**config.mk**
```make
export PLATFORM = sky130hd
export DESIGN_NAME = decode_top
export DESIGN_NICKNAME = d
export VERILOG_FILES = /design/src/source/decode_pkg.sv /design/src/source/main_decoder.sv /design/src/source/imm_extend.sv /design/src/source/decode_config.sv /design/src/source/decode_stage.sv /design/src/source/decode_top.sv
export SDC_FILE = /design/constraint.sdc
export NUM_CORES = 1
export LEC_CHECK = 0
export BUFFER_PORTS_ARGS = -buffer_cell sky130_fd_sc_hd__buf_2
export CORE_MARGIN = 8
export CORE_UTILIZATION = 56
export CTS_CLUSTER_DIAMETER = 50
export DETAILED_ROUTE_END_ITERATION = 10
export HOLD_SLACK_MARGIN = 0.08
export PLACE_DENSITY = 0.79
export SLEW_MARGIN = 20
export SYNTH_ARGS = -nofsm -noshare
export SYNTH_HDL_FRONTEND = slang
export SYNTH_HIERARCHICAL = 1
export SYNTH_SLANG_ARGS = --single-unit
```
**constraint.sdc**
```tcl
create_clock -name clk -period 4.65 [get_ports clk]
set_input_delay 0 -clock clk [delete_from_list [all_inputs] [get_ports clk]]
set_output_delay 0 -clock clk [all_outputs]
set_load 0.05 [all_outputs]
```
**src/source/decode_pkg.sv**
```systemverilog
`default_nettype none

package decode_pkg;

    typedef enum logic [6:0] {
        lw      = 7'b0000011,
        sw      = 7'b0100011,
        flw     = 7'b0000111,
        fsw     = 7'b0100111,
        cin_int = 7'b0010100,   // custom input port read
        out     = 7'b0010101,   // custom output port write
        auipc   = 7'b0010111,
        lui     = 7'b0110111,
        op      = 7'b0110011,   // r-type integer
        op_imm  = 7'b0010011,
        branch  = 7'b1100011,
        jalr    = 7'b1100111,
        jal     = 7'b1101111,
        system  = 7'b1110011,   // csrrw
        fmadd   = 7'b1000011,
        fmsub   = 7'b1000111,
        fnmsub  = 7'b1001011,
        fnmadd  = 7'b1001111,
        op_fp   = 7'b1010011
    } opcode_e;

    typedef enum logic [2:0] {
        alu, mem, pc4, csr, imm, int_to_fp, fpu, input_port
    } result_src_e;

    typedef enum logic [2:0] {
        i_type, s_type, b_type, j_type, i_uimm, u_type
    } imm_src_e;

    typedef enum logic [1:0] {
        add, sub, funct, pc_add
    } alu_op_e;

    // msb first, same order as the legacy control word
    typedef struct packed {
        logic        reg_write;
        imm_src_e    imm_src;
        logic        alu_src;
        logic        mem_read;
        logic        mem_write;
        result_src_e result_src;
        logic        branch;
        alu_op_e     alu_op;
        logic        jump;
        logic        c_reg_write;   // csr write
        logic        out_issued;
        logic        in_issued;
        logic        fpu_dispatch;
        logic        fpu_reg_write;
        logic        write_src;
        logic        s_fpu;         // single precision op
    } ctrl_t;

    localparam int CTRL_W = $bits(ctrl_t);

    typedef struct packed {
        logic [31:0] pc;
        logic [31:0] instr;
    } fetch_pkt_t;

    typedef struct packed {
        logic [31:0] pc;
        logic [31:0] instr;
        ctrl_t       ctrl;
        logic [31:0] imm;
        logic        illegal;
    } dec_pkt_t;

    typedef enum logic [1:0] {
        enables       = 2'd0,   // bit 0 fpu_en, bit 1 io_en
        illegal_count = 2'd1
    } cfg_addr_e;

endpackage

`default_nettype wire

```
**src/source/main_decoder.sv**
```systemverilog
`timescale 1ns/1ps
`default_nettype none

module main_decoder (
    input  logic [31:0]         instr,
    output decode_pkg::ctrl_t   ctrl,
    output logic                known,
    output logic                fp_op,
    output logic                io_op
);

    decode_pkg::opcode_e             opcode;
    logic [2:0]                      funct3;
    logic [3:0]                      funct7_3_6;
    logic [decode_pkg::CTRL_W-1:0]   controls;

    assign opcode     = decode_pkg::opcode_e'(instr[6:0]);
    assign funct3     = instr[14:12];
    assign funct7_3_6 = instr[31:28];   // funct7 bits 6..3

    assign ctrl = decode_pkg::ctrl_t'(controls);

    // field order: reg imm alusrc memr memw res br aluop j csr out in fpud fpurw wsrc sfpu
    always_comb begin
        controls = '0;
        known    = 1'b1;
        case (opcode)
            decode_pkg::lw:      controls = 21'b1_000_1_1_0_001_0_00_0_0_0_0_0_0_0_0;
            decode_pkg::sw:      controls = 21'b0_001_1_0_1_000_0_00_0_0_0_0_0_0_0_0;
            decode_pkg::cin_int: controls = 21'b1_000_0_0_0_111_0_00_0_0_0_1_0_0_0_0;
            decode_pkg::out:     controls = 21'b0_000_0_0_0_000_0_00_0_0_1_0_0_0_0_0;
            decode_pkg::auipc:   controls = 21'b1_101_1_0_0_000_0_11_0_0_0_0_0_0_0_0;
            decode_pkg::op:      controls = 21'b1_000_0_0_0_000_0_10_0_0_0_0_0_0_0_0;
            decode_pkg::lui:     controls = 21'b1_101_0_0_0_100_0_00_0_0_0_0_0_0_0_0;
            decode_pkg::branch:  controls = 21'b0_010_0_0_0_000_1_01_0_0_0_0_0_0_0_0;
            decode_pkg::op_imm: begin
                if (funct3 == 3'b001 || funct3 == 3'b101) begin
                    controls = 21'b1_100_1_0_0_000_0_10_0_0_0_0_0_0_0_0;   // shifts, uimm
                end else begin
                    controls = 21'b1_000_1_0_0_000_0_10_0_0_0_0_0_0_0_0;
                end
            end
            decode_pkg::jalr:    controls = 21'b1_000_1_0_0_010_0_10_1_0_0_0_0_0_0_0;
            decode_pkg::jal:     controls = 21'b1_011_0_0_0_010_0_00_1_0_0_0_0_0_0_0;
            decode_pkg::system:  controls = 21'b1_000_0_0_0_011_0_00_0_1_0_0_0_0_0_0;
            decode_pkg::fmadd,
            decode_pkg::fmsub,
            decode_pkg::fnmsub,
            decode_pkg::fnmadd:  controls = 21'b0_000_0_0_0_110_0_00_0_0_0_0_1_1_0_1;
            decode_pkg::op_fp: begin
                casez (funct7_3_6)
                    4'b0???: controls = 21'b0_000_0_0_0_110_0_00_0_0_0_0_1_1_0_1;  // arith
                    4'b1010: controls = 21'b1_000_0_0_0_110_0_00_0_0_0_0_1_0_0_1;  // compares
                    4'b1100: controls = 21'b1_000_0_0_0_110_0_00_0_0_0_0_1_0_0_1;  // fcvt.w.s
                    4'b1101: controls = 21'b0_000_0_0_0_110_0_00_0_0_0_0_1_1_0_0;  // fcvt.s.w
                    4'b1110: begin
                        if (funct3 == 3'b001) begin
                            controls = 21'b1_000_0_0_0_110_0_00_0_0_0_0_1_0_0_1;   // fclass
                        end else if (funct3 == 3'b000) begin
                            controls = 21'b1_000_0_0_0_011_0_00_0_0_0_0_0_0_0_1;   // fmv.x.w
                        end else begin
                            known = 1'b0;
                        end
                    end
                    4'b1111: controls = 21'b0_000_0_0_0_101_0_00_0_0_0_0_0_1_0_0;  // fmv.w.x
                    default: known = 1'b0;
                endcase
            end
            decode_pkg::flw:     controls = 21'b0_000_1_1_0_001_0_00_0_0_0_0_0_1_0_0;
            decode_pkg::fsw:     controls = 21'b0_001_1_0_1_110_0_00_0_0_0_0_0_0_1_1;
            default:             known = 1'b0;
        endcase
    end

    // group membership, independent of known
    always_comb begin
        case (opcode)
            decode_pkg::fmadd, decode_pkg::fmsub, decode_pkg::fnmsub, decode_pkg::fnmadd,
            decode_pkg::op_fp, decode_pkg::flw, decode_pkg::fsw: fp_op = 1'b1;
            default: fp_op = 1'b0;
        endcase
    end

    assign io_op = (opcode == decode_pkg::cin_int) || (opcode == decode_pkg::out);

endmodule

`default_nettype wire

```
**src/source/imm_extend.sv**
```systemverilog
`timescale 1ns/1ps
`default_nettype none

module imm_extend (
    input  logic [31:0]           instr,
    input  decode_pkg::imm_src_e  imm_src,
    output logic [31:0]           imm
);

    logic sign;

    assign sign = instr[31];

    always_comb begin
        case (imm_src)
            decode_pkg::i_type: begin
                imm = {{20{sign}}, instr[31:20]};
            end
            decode_pkg::s_type: begin
                imm = {{20{sign}}, instr[31:25], instr[11:7]};
            end
            decode_pkg::b_type: begin
                imm = {{20{sign}}, instr[7], instr[30:25], instr[11:8], 1'b0};
            end
            decode_pkg::j_type: begin
                imm = {{12{sign}}, instr[19:12], instr[20], instr[30:21], 1'b0};
            end
            decode_pkg::i_uimm: begin
                imm = {27'b0, instr[24:20]};   // shamt, zero extended
            end
            decode_pkg::u_type: begin
                imm = {instr[31:12], 12'b0};
            end
            default: begin
                imm = '0;
            end
        endcase
    end

endmodule

`default_nettype wire

```
**src/source/decode_config.sv**
```systemverilog
`timescale 1ns/1ps
`default_nettype none

module decode_config (
    input  logic                   clk,
    input  logic                   arst_n,
    input  logic                   cfg_write,
    input  decode_pkg::cfg_addr_e  cfg_addr,
    input  logic [31:0]            cfg_wdata,
    output logic [31:0]            cfg_rdata,
    input  logic                   illegal_seen,
    output logic                   fpu_en,
    output logic                   io_en
);

    logic [15:0] illegal_cnt;
    logic        clr_cnt;

    assign clr_cnt = cfg_write && (cfg_addr == decode_pkg::illegal_count);

    always_ff @(posedge clk or negedge arst_n) begin
        if (!arst_n) begin
            fpu_en <= 1'b1;
            io_en  <= 1'b1;
        end else if (cfg_write && cfg_addr == decode_pkg::enables) begin
            fpu_en <= cfg_wdata[0];
            io_en  <= cfg_wdata[1];
        end
    end

    always_ff @(posedge clk or negedge arst_n) begin
        if (!arst_n) begin
            illegal_cnt <= '0;
        end else if (clr_cnt) begin
            illegal_cnt <= '0;   // clear beats increment
        end else if (illegal_seen && illegal_cnt != 16'hffff) begin
            illegal_cnt <= illegal_cnt + 16'd1;   // saturates
        end
    end

    always_comb begin
        case (cfg_addr)
            decode_pkg::enables:       cfg_rdata = {30'b0, io_en, fpu_en};
            decode_pkg::illegal_count: cfg_rdata = {16'b0, illegal_cnt};
            default:                   cfg_rdata = '0;
        endcase
    end

endmodule

`default_nettype wire

```
**src/source/decode_stage.sv**
```systemverilog
`timescale 1ns/1ps
`default_nettype none

module decode_stage #(
    parameter int IN_DEPTH    = 4,
    parameter int OUT_CREDITS = 2
) (
    input  logic                    clk,
    input  logic                    arst_n,
    input  logic                    in_valid,
    input  decode_pkg::fetch_pkt_t  in_pkt,
    output logic                    in_credit,
    output logic                    out_valid,
    output decode_pkg::dec_pkt_t    out_pkt,
    input  logic                    out_credit,
    input  logic                    fpu_en,
    input  logic                    io_en,
    output logic                    illegal_seen
);

    localparam int PTR_W = (IN_DEPTH > 1) ? $clog2(IN_DEPTH) : 1;
    localparam int CNT_W = $clog2(IN_DEPTH + 1);
    localparam int CRD_W = $clog2(OUT_CREDITS + 1);

    decode_pkg::fetch_pkt_t  buf_mem [IN_DEPTH];
    logic [PTR_W-1:0]        wr_ptr;
    logic [PTR_W-1:0]        rd_ptr;
    logic [CNT_W-1:0]        fill;
    logic [CRD_W-1:0]        credits;
    logic                    pop;

    decode_pkg::fetch_pkt_t  head;
    decode_pkg::ctrl_t       dec_ctrl;
    decode_pkg::ctrl_t       ctrl_gated;
    logic [31:0]             imm;
    logic                    known;
    logic                    fp_op;
    logic                    io_op;
    logic                    illegal;

    function automatic logic [PTR_W-1:0] next_ptr(input logic [PTR_W-1:0] ptr);
        logic [PTR_W-1:0] nxt;
        if (ptr == PTR_W'(IN_DEPTH - 1)) begin
            nxt = '0;   // depth need not be a power of two
        end else begin
            nxt = ptr + 1'b1;
        end
        return nxt;
    endfunction

    assign pop       = (fill != '0) && (credits != '0);
    assign in_credit = pop;   // one credit back per entry leaving the buffer
    assign head      = buf_mem[rd_ptr];

    always_ff @(posedge clk) begin
        if (in_valid) begin
            buf_mem[wr_ptr] <= in_pkt;
        end
    end

    always_ff @(posedge clk or negedge arst_n) begin
        if (!arst_n) begin
            wr_ptr  <= '0;
            rd_ptr  <= '0;
            fill    <= '0;
            credits <= CRD_W'(OUT_CREDITS);
        end else begin
            if (in_valid) begin
                wr_ptr <= next_ptr(wr_ptr);
            end
            if (pop) begin
                rd_ptr <= next_ptr(rd_ptr);
            end
            fill    <= fill + CNT_W'(in_valid) - CNT_W'(pop);
            credits <= credits + CRD_W'(out_credit) - CRD_W'(pop);
        end
    end

    main_decoder u_main_decoder (
        .instr (head.instr),
        .ctrl  (dec_ctrl),
        .known (known),
        .fp_op (fp_op),
        .io_op (io_op)
    );

    imm_extend u_imm_extend (
        .instr   (head.instr),
        .imm_src (dec_ctrl.imm_src),
        .imm     (imm)
    );

    assign illegal = !known || (fp_op && !fpu_en) || (io_op && !io_en);

    always_comb begin
        ctrl_gated = dec_ctrl;
        if (illegal) begin   // nothing may write or dispatch
            ctrl_gated.reg_write     = 1'b0;
            ctrl_gated.mem_read      = 1'b0;
            ctrl_gated.mem_write     = 1'b0;
            ctrl_gated.branch        = 1'b0;
            ctrl_gated.jump          = 1'b0;
            ctrl_gated.c_reg_write   = 1'b0;
            ctrl_gated.out_issued    = 1'b0;
            ctrl_gated.in_issued     = 1'b0;
            ctrl_gated.fpu_dispatch  = 1'b0;
            ctrl_gated.fpu_reg_write = 1'b0;
        end
    end

    always_ff @(posedge clk) begin
        if (pop) begin
            out_pkt.pc      <= head.pc;
            out_pkt.instr   <= head.instr;
            out_pkt.ctrl    <= ctrl_gated;
            out_pkt.imm     <= imm;
            out_pkt.illegal <= illegal;
        end
    end

    always_ff @(posedge clk or negedge arst_n) begin
        if (!arst_n) begin
            out_valid    <= 1'b0;
            illegal_seen <= 1'b0;
        end else begin
            out_valid    <= pop;
            illegal_seen <= pop && illegal;
        end
    end

    // upstream must never send without a credit
    assert property (@(posedge clk) disable iff (!arst_n)
        in_valid |-> (fill < CNT_W'(IN_DEPTH)))
        else $error("decode_stage: write into full buffer");

    // extra credits from downstream, or a wrap below zero, land above the limit
    assert property (@(posedge clk) disable iff (!arst_n)
        credits <= CRD_W'(OUT_CREDITS))
        else $error("decode_stage: out credits out of range");

endmodule

`default_nettype wire

```
**src/source/decode_top.sv**
```systemverilog
`timescale 1ns/1ps
`default_nettype none

module decode_top #(
    parameter int IN_DEPTH    = 4,
    parameter int OUT_CREDITS = 2
) (
    input  logic                    clk,
    input  logic                    arst_n,
    input  logic                    in_valid,
    input  decode_pkg::fetch_pkt_t  in_pkt,
    output logic                    in_credit,
    output logic                    out_valid,
    output decode_pkg::dec_pkt_t    out_pkt,
    input  logic                    out_credit,
    input  logic                    cfg_write,
    input  decode_pkg::cfg_addr_e   cfg_addr,
    input  logic [31:0]             cfg_wdata,
    output logic [31:0]             cfg_rdata
);

    logic fpu_en;
    logic io_en;
    logic illegal_seen;

    decode_stage #(
        .IN_DEPTH    (IN_DEPTH),
        .OUT_CREDITS (OUT_CREDITS)
    ) u_decode_stage (
        .clk          (clk),
        .arst_n       (arst_n),
        .in_valid     (in_valid),
        .in_pkt       (in_pkt),
        .in_credit    (in_credit),
        .out_valid    (out_valid),
        .out_pkt      (out_pkt),
        .out_credit   (out_credit),
        .fpu_en       (fpu_en),
        .io_en        (io_en),
        .illegal_seen (illegal_seen)
    );

    decode_config u_decode_config (
        .clk          (clk),
        .arst_n       (arst_n),
        .cfg_write    (cfg_write),
        .cfg_addr     (cfg_addr),
        .cfg_wdata    (cfg_wdata),
        .cfg_rdata    (cfg_rdata),
        .illegal_seen (illegal_seen),
        .fpu_en       (fpu_en),
        .io_en        (io_en)
    );

endmodule

`default_nettype wire

```
==> metrics.yaml <==
placement.io_buffers: 208
final-max-slew-violation-count: 0
cts.htree.levels: 2
final_net_count: 1243
power.net_switching_mw: 5.744
maxCapViolations: 0
clock-sinks: 403
synth_commonest_cells: "374 x sky130_fd_sc_hd__edfxtp_1, 64 x sky130_fd_sc_hd__mux4_2, 32 x sky130_fd_sc_hd__and2_1, 28 x sky130_fd_sc_hd__nand2_1, 26 x sky130_fd_sc_hd__dfrtp_1"
multiInputGateArea_mm2: 0.003555
pin_count: 255
grt_start_max_net_pins: 98
cts_tree: "built"
drtIter0Drc: 836
critical_path.startpoint_type: "flop"
number_of_search_and_repair_iterations_in_the_first_detailed_routing_pass: 5
synth_compound_area_share_pct: 4.627
yosys.area_share.adder_pct: 0.7554
post_dp_hpwl_mm: 19.44
worst_min_path_class: "input port to flop"
synth.most_common_cell: "sky130_fd_sc_hd__edfxtp_1"
internal-power_mw: 8.759
tightest_slew_ns: 1.066
synthDominantCellAreaShare_pct: 70.63
reg2regPathDepth: 8
timing.critical_path.slowest_cell_delay_ns: 0.76
synthFlopType: "sky130_fd_sc_hd__edfxtp_1"
status: "finished, final reports clean"
timing.final.crit_share_pct: 78.78
syn-instance-count: 837
later_pin_clock_latency_in_the_skew_report_ns: 0.53
ys_seq_area_share_pct: 75.21
post_dp_cell_area_mm2: 0.01715
place.detailed.instances: 1391
synthTopCellsByArea: "sky130_fd_sc_hd__edfxtp_1 71%, sky130_fd_sc_hd__mux4_2 9.1%, sky130_fd_sc_hd__dfrtp_1 4.1%"
synth.mux.area_fraction_pct: 9.780
yosysUniqueCellTypes: 76
number_of_global_route_vias_before_repair: 8821
power_density_cells_mw_per_mm2: 753.8
hold_viol: 0
core_area_mm2: 0.02786
synth_warnings: 6
die_height_um: 184.5
timing.fmax_ghz: 0.2730
timing.final.setup_violations: 0
place.gp.congestion: 0.8762
final_period_minus_worst_setup_slack_ns: 3.663
worstSetupPathType: "flop to flop"
ctsRootBufferMaster: "sky130_fd_sc_hd__clkbuf_16"
final_area_mm2: 0.01924
share_comb_of_total_power_pct: 37.7
grt_remaining_overflow: 0
chipWidth_um: 184.5
basic_gate_share_of_the_synthesized_area_counting_and_or_nand_and_nor_cells_pct: 6.491
power.share.clock_pct: 22.0
drive_gt1_share_pct: 31.76
sequentialPowerShare_pct: 40.3
antenna_violations_before_repair: 2
drt_drc_violations_left: 0
routed-via-count: 8592
clock_slew_at_reported_path_ffs_ns: 0.06
timing.critical_path.required_ns: 5.04
data_arrival_at_the_endpoint_of_the_critical_path_ns: 4.05
routed_wl_mm: 32.90
cp_max_fo: 25
synth_top_family_by_area: "multiplexers"
worstHoldPathCells: 2
number_of_synthesized_flops_with_an_enable_pin: 374
fillerInstances: 1817
cts_inserted_buffers: 42
vias_per_cell: 5.572
synth_area_mm2: 0.01590
max-clock-path-buffers: 3
register_area_mm2: 0.01197
cpMaxStageDelayCell: "sky130_fd_sc_hd__dfrtp_4"
synthXorXnorAreaFrac_pct: 0.2203
netSwitchingFraction_pct: 39.61
fin_skew_ns: 0.02027
floorplan.die_area_mm2: 0.03404
crit_top_cell: "sky130_fd_sc_hd__nand2_1"
library_cell_occupying_the_most_area_in_the_post_synthesis_netlist: "sky130_fd_sc_hd__edfxtp_1"
wl_per_cell_um: 21.34
setup_total_negative_slack_ns: 0
ys_ff_latch: 403
rsz0062_at_grt: "no"
p_leak_nw: 7.003
avgSynthCellArea_um2: 19.00
non_filler_instance_count_after_layout: 1542
cp-end-kind: "flop"
timing.slew.headroom_pct: 28.93
async_flop_share_pct: 7.196
cp_cell_sequence: "mux4_2, nand3b_1, inv_1, nand2_1, nor2_1, nor2b_1, o211ai_1, nand2_1"
grtUsageTotal_pct: 19.34
floorplan.initialDensity_pct: 57.08
ant_nets: 0
irDropWorstVdd_mv: 0.5228
area.growth.synth_to_final_pct: 20.99
rows: 61
grt_pass1_wl_mm: 50.47
[worst paths after layout]
path	from	to	slack, ns
max reg2reg	u_decode_stage/rd_ptr[0]	u_decode_stage/out_pkt[17]	0.99
min in group asynchronous	arst_n	u_decode_config/io_en	0.62
min reg2reg	u_decode_config/illegal_cnt[11]	u_decode_config/illegal_cnt[11]	0.53
min	in_pkt[44]	u_decode_stage/buf_mem[0][44]	0.21
max in group asynchronous	arst_n	u_decode_stage/rd_ptr[1]	3.84
max	u_decode_stage/rd_ptr[0]	u_decode_stage/out_pkt[17]	0.99
[through the flow]
step	hold WS (ns)	util (%)	worst slack, ns	power, mW
2_1_floorplan	-0.2956	-	0.9075	10.11
3_3_place_gp	0.05656	61.56	1.125	11.23
3_5_place_dp	0.06471	61.56	1.039	11.36
4_1_cts	0.1904	69.05	1.042	14.63
5_1_grt	0.2077	69.05	0.7949	15.16
6_report	0.2125	69.06	0.9870	14.50
[power by group through the flow]
stage	logic (mW)	clock network [mW]	registers (mW)
4_1_cts	5.52	3.25	5.85
3_5_place_dp	5.45	0	5.91
2_1_floorplan	2.35	0	7.77
6_report	5.47	3.19	5.85
3_3_place_gp	5.36	0	5.87
5_1_grt	5.79	3.41	5.95
[worst max-delay path: cells and delay by family, from the launching register on]
family,cells,cell delay [ns]
DFF,1,0.76
AOI/OAI and AO/OA,1,0.16
buffers and inverters,1,0.13
muxes,1,0.70
and+or+nand+nor,5,1.76
[what timing repair did]
action	CTS	global route
hold buffers	74	0
gates resized for setup	0	0
setup buffers	0	0
setup endpoints to repair	0	0
endpoints found under the hold margin	300	0
[state kept, by name (all words and copies together), names as in the netlist]
signal,cells
u_decode_config/fpu_en,1
u_decode_config/illegal_cnt,16
u_decode_stage/rd_ptr,2
u_decode_stage/wr_ptr,2
u_decode_stage/out_pkt,118
u_decode_stage/buf_mem,256
u_decode_stage/credits,2
u_decode_stage/out_valid,1
u_decode_stage/illegal_seen,1
u_decode_config/io_en,1
u_decode_stage/fill,3
[cells by family after synthesis]
family                   Yosys count
AND/OR/NAND/NOR                  172
AO/OA/AOI/OAI                    102
buffers and inverters             71
multiplexers                      75
flip-flops                       403
XOR/XNOR                           4
adder cells (fa/ha/maj)            9
other                              1
[per-layer routing]
| metal | part of all wire, % | GRT usage [%] | vias up |
|---|---|---|---|
| li1 | - | - | 3911 |
| met4 | 1.6 | 5.227 | 2 |
| met3 | 7.9 | 4.627 | 47 |
| met1 | 39 | 24.16 | 4317 |
| met5 | 0.036 | 0 | - |
| met2 | 51 | 33.52 | 315 |
[final cells by class]
class | count | share of cell area, %
inverter | 19 | 0.3967
antenna | 2 | 0.02601
timing repair buffer | 287 | 9.508
clock buffer | 56 | 5.957
clock inverter | 19 | 0.9755
sequential | 403 | 62.20
multi-input combinational | 378 | 18.48
tap | 378 | 2.458
[cells in the final DEF, fill, tap and decap left out, types with 9 or more instances in the layout]
master,synthesis,layout
sky130_fd_sc_hd__clkbuf_1,5,12
sky130_fd_sc_hd__clkinv_1,0,9
sky130_fd_sc_hd__nor2_1,22,22
sky130_fd_sc_hd__nand2b_1,9,9
sky130_fd_sc_hd__a21o_1,14,14
sky130_fd_sc_hd__and2_1,32,28
sky130_fd_sc_hd__buf_2,10,208
sky130_fd_sc_hd__o211ai_1,11,11
sky130_fd_sc_hd__nor3_1,10,10
sky130_fd_sc_hd__conb_1,1,16
sky130_fd_sc_hd__dfrtp_1,26,24
sky130_fd_sc_hd__clkbuf_16,0,44
sky130_fd_sc_hd__nor2b_1,13,13
sky130_fd_sc_hd__dlygate4sd3_1,0,73
sky130_fd_sc_hd__mux4_2,64,64
sky130_fd_sc_hd__inv_1,18,17
sky130_fd_sc_hd__edfxtp_1,374,374
sky130_fd_sc_hd__nand2_1,28,28
sky130_fd_sc_hd__o21ai_0,12,12
sky130_fd_sc_hd__a21oi_1,15,15
sky130_fd_sc_hd__o21ai_1,12,12
Note: power is estimated with default switching activity, not from simulation.
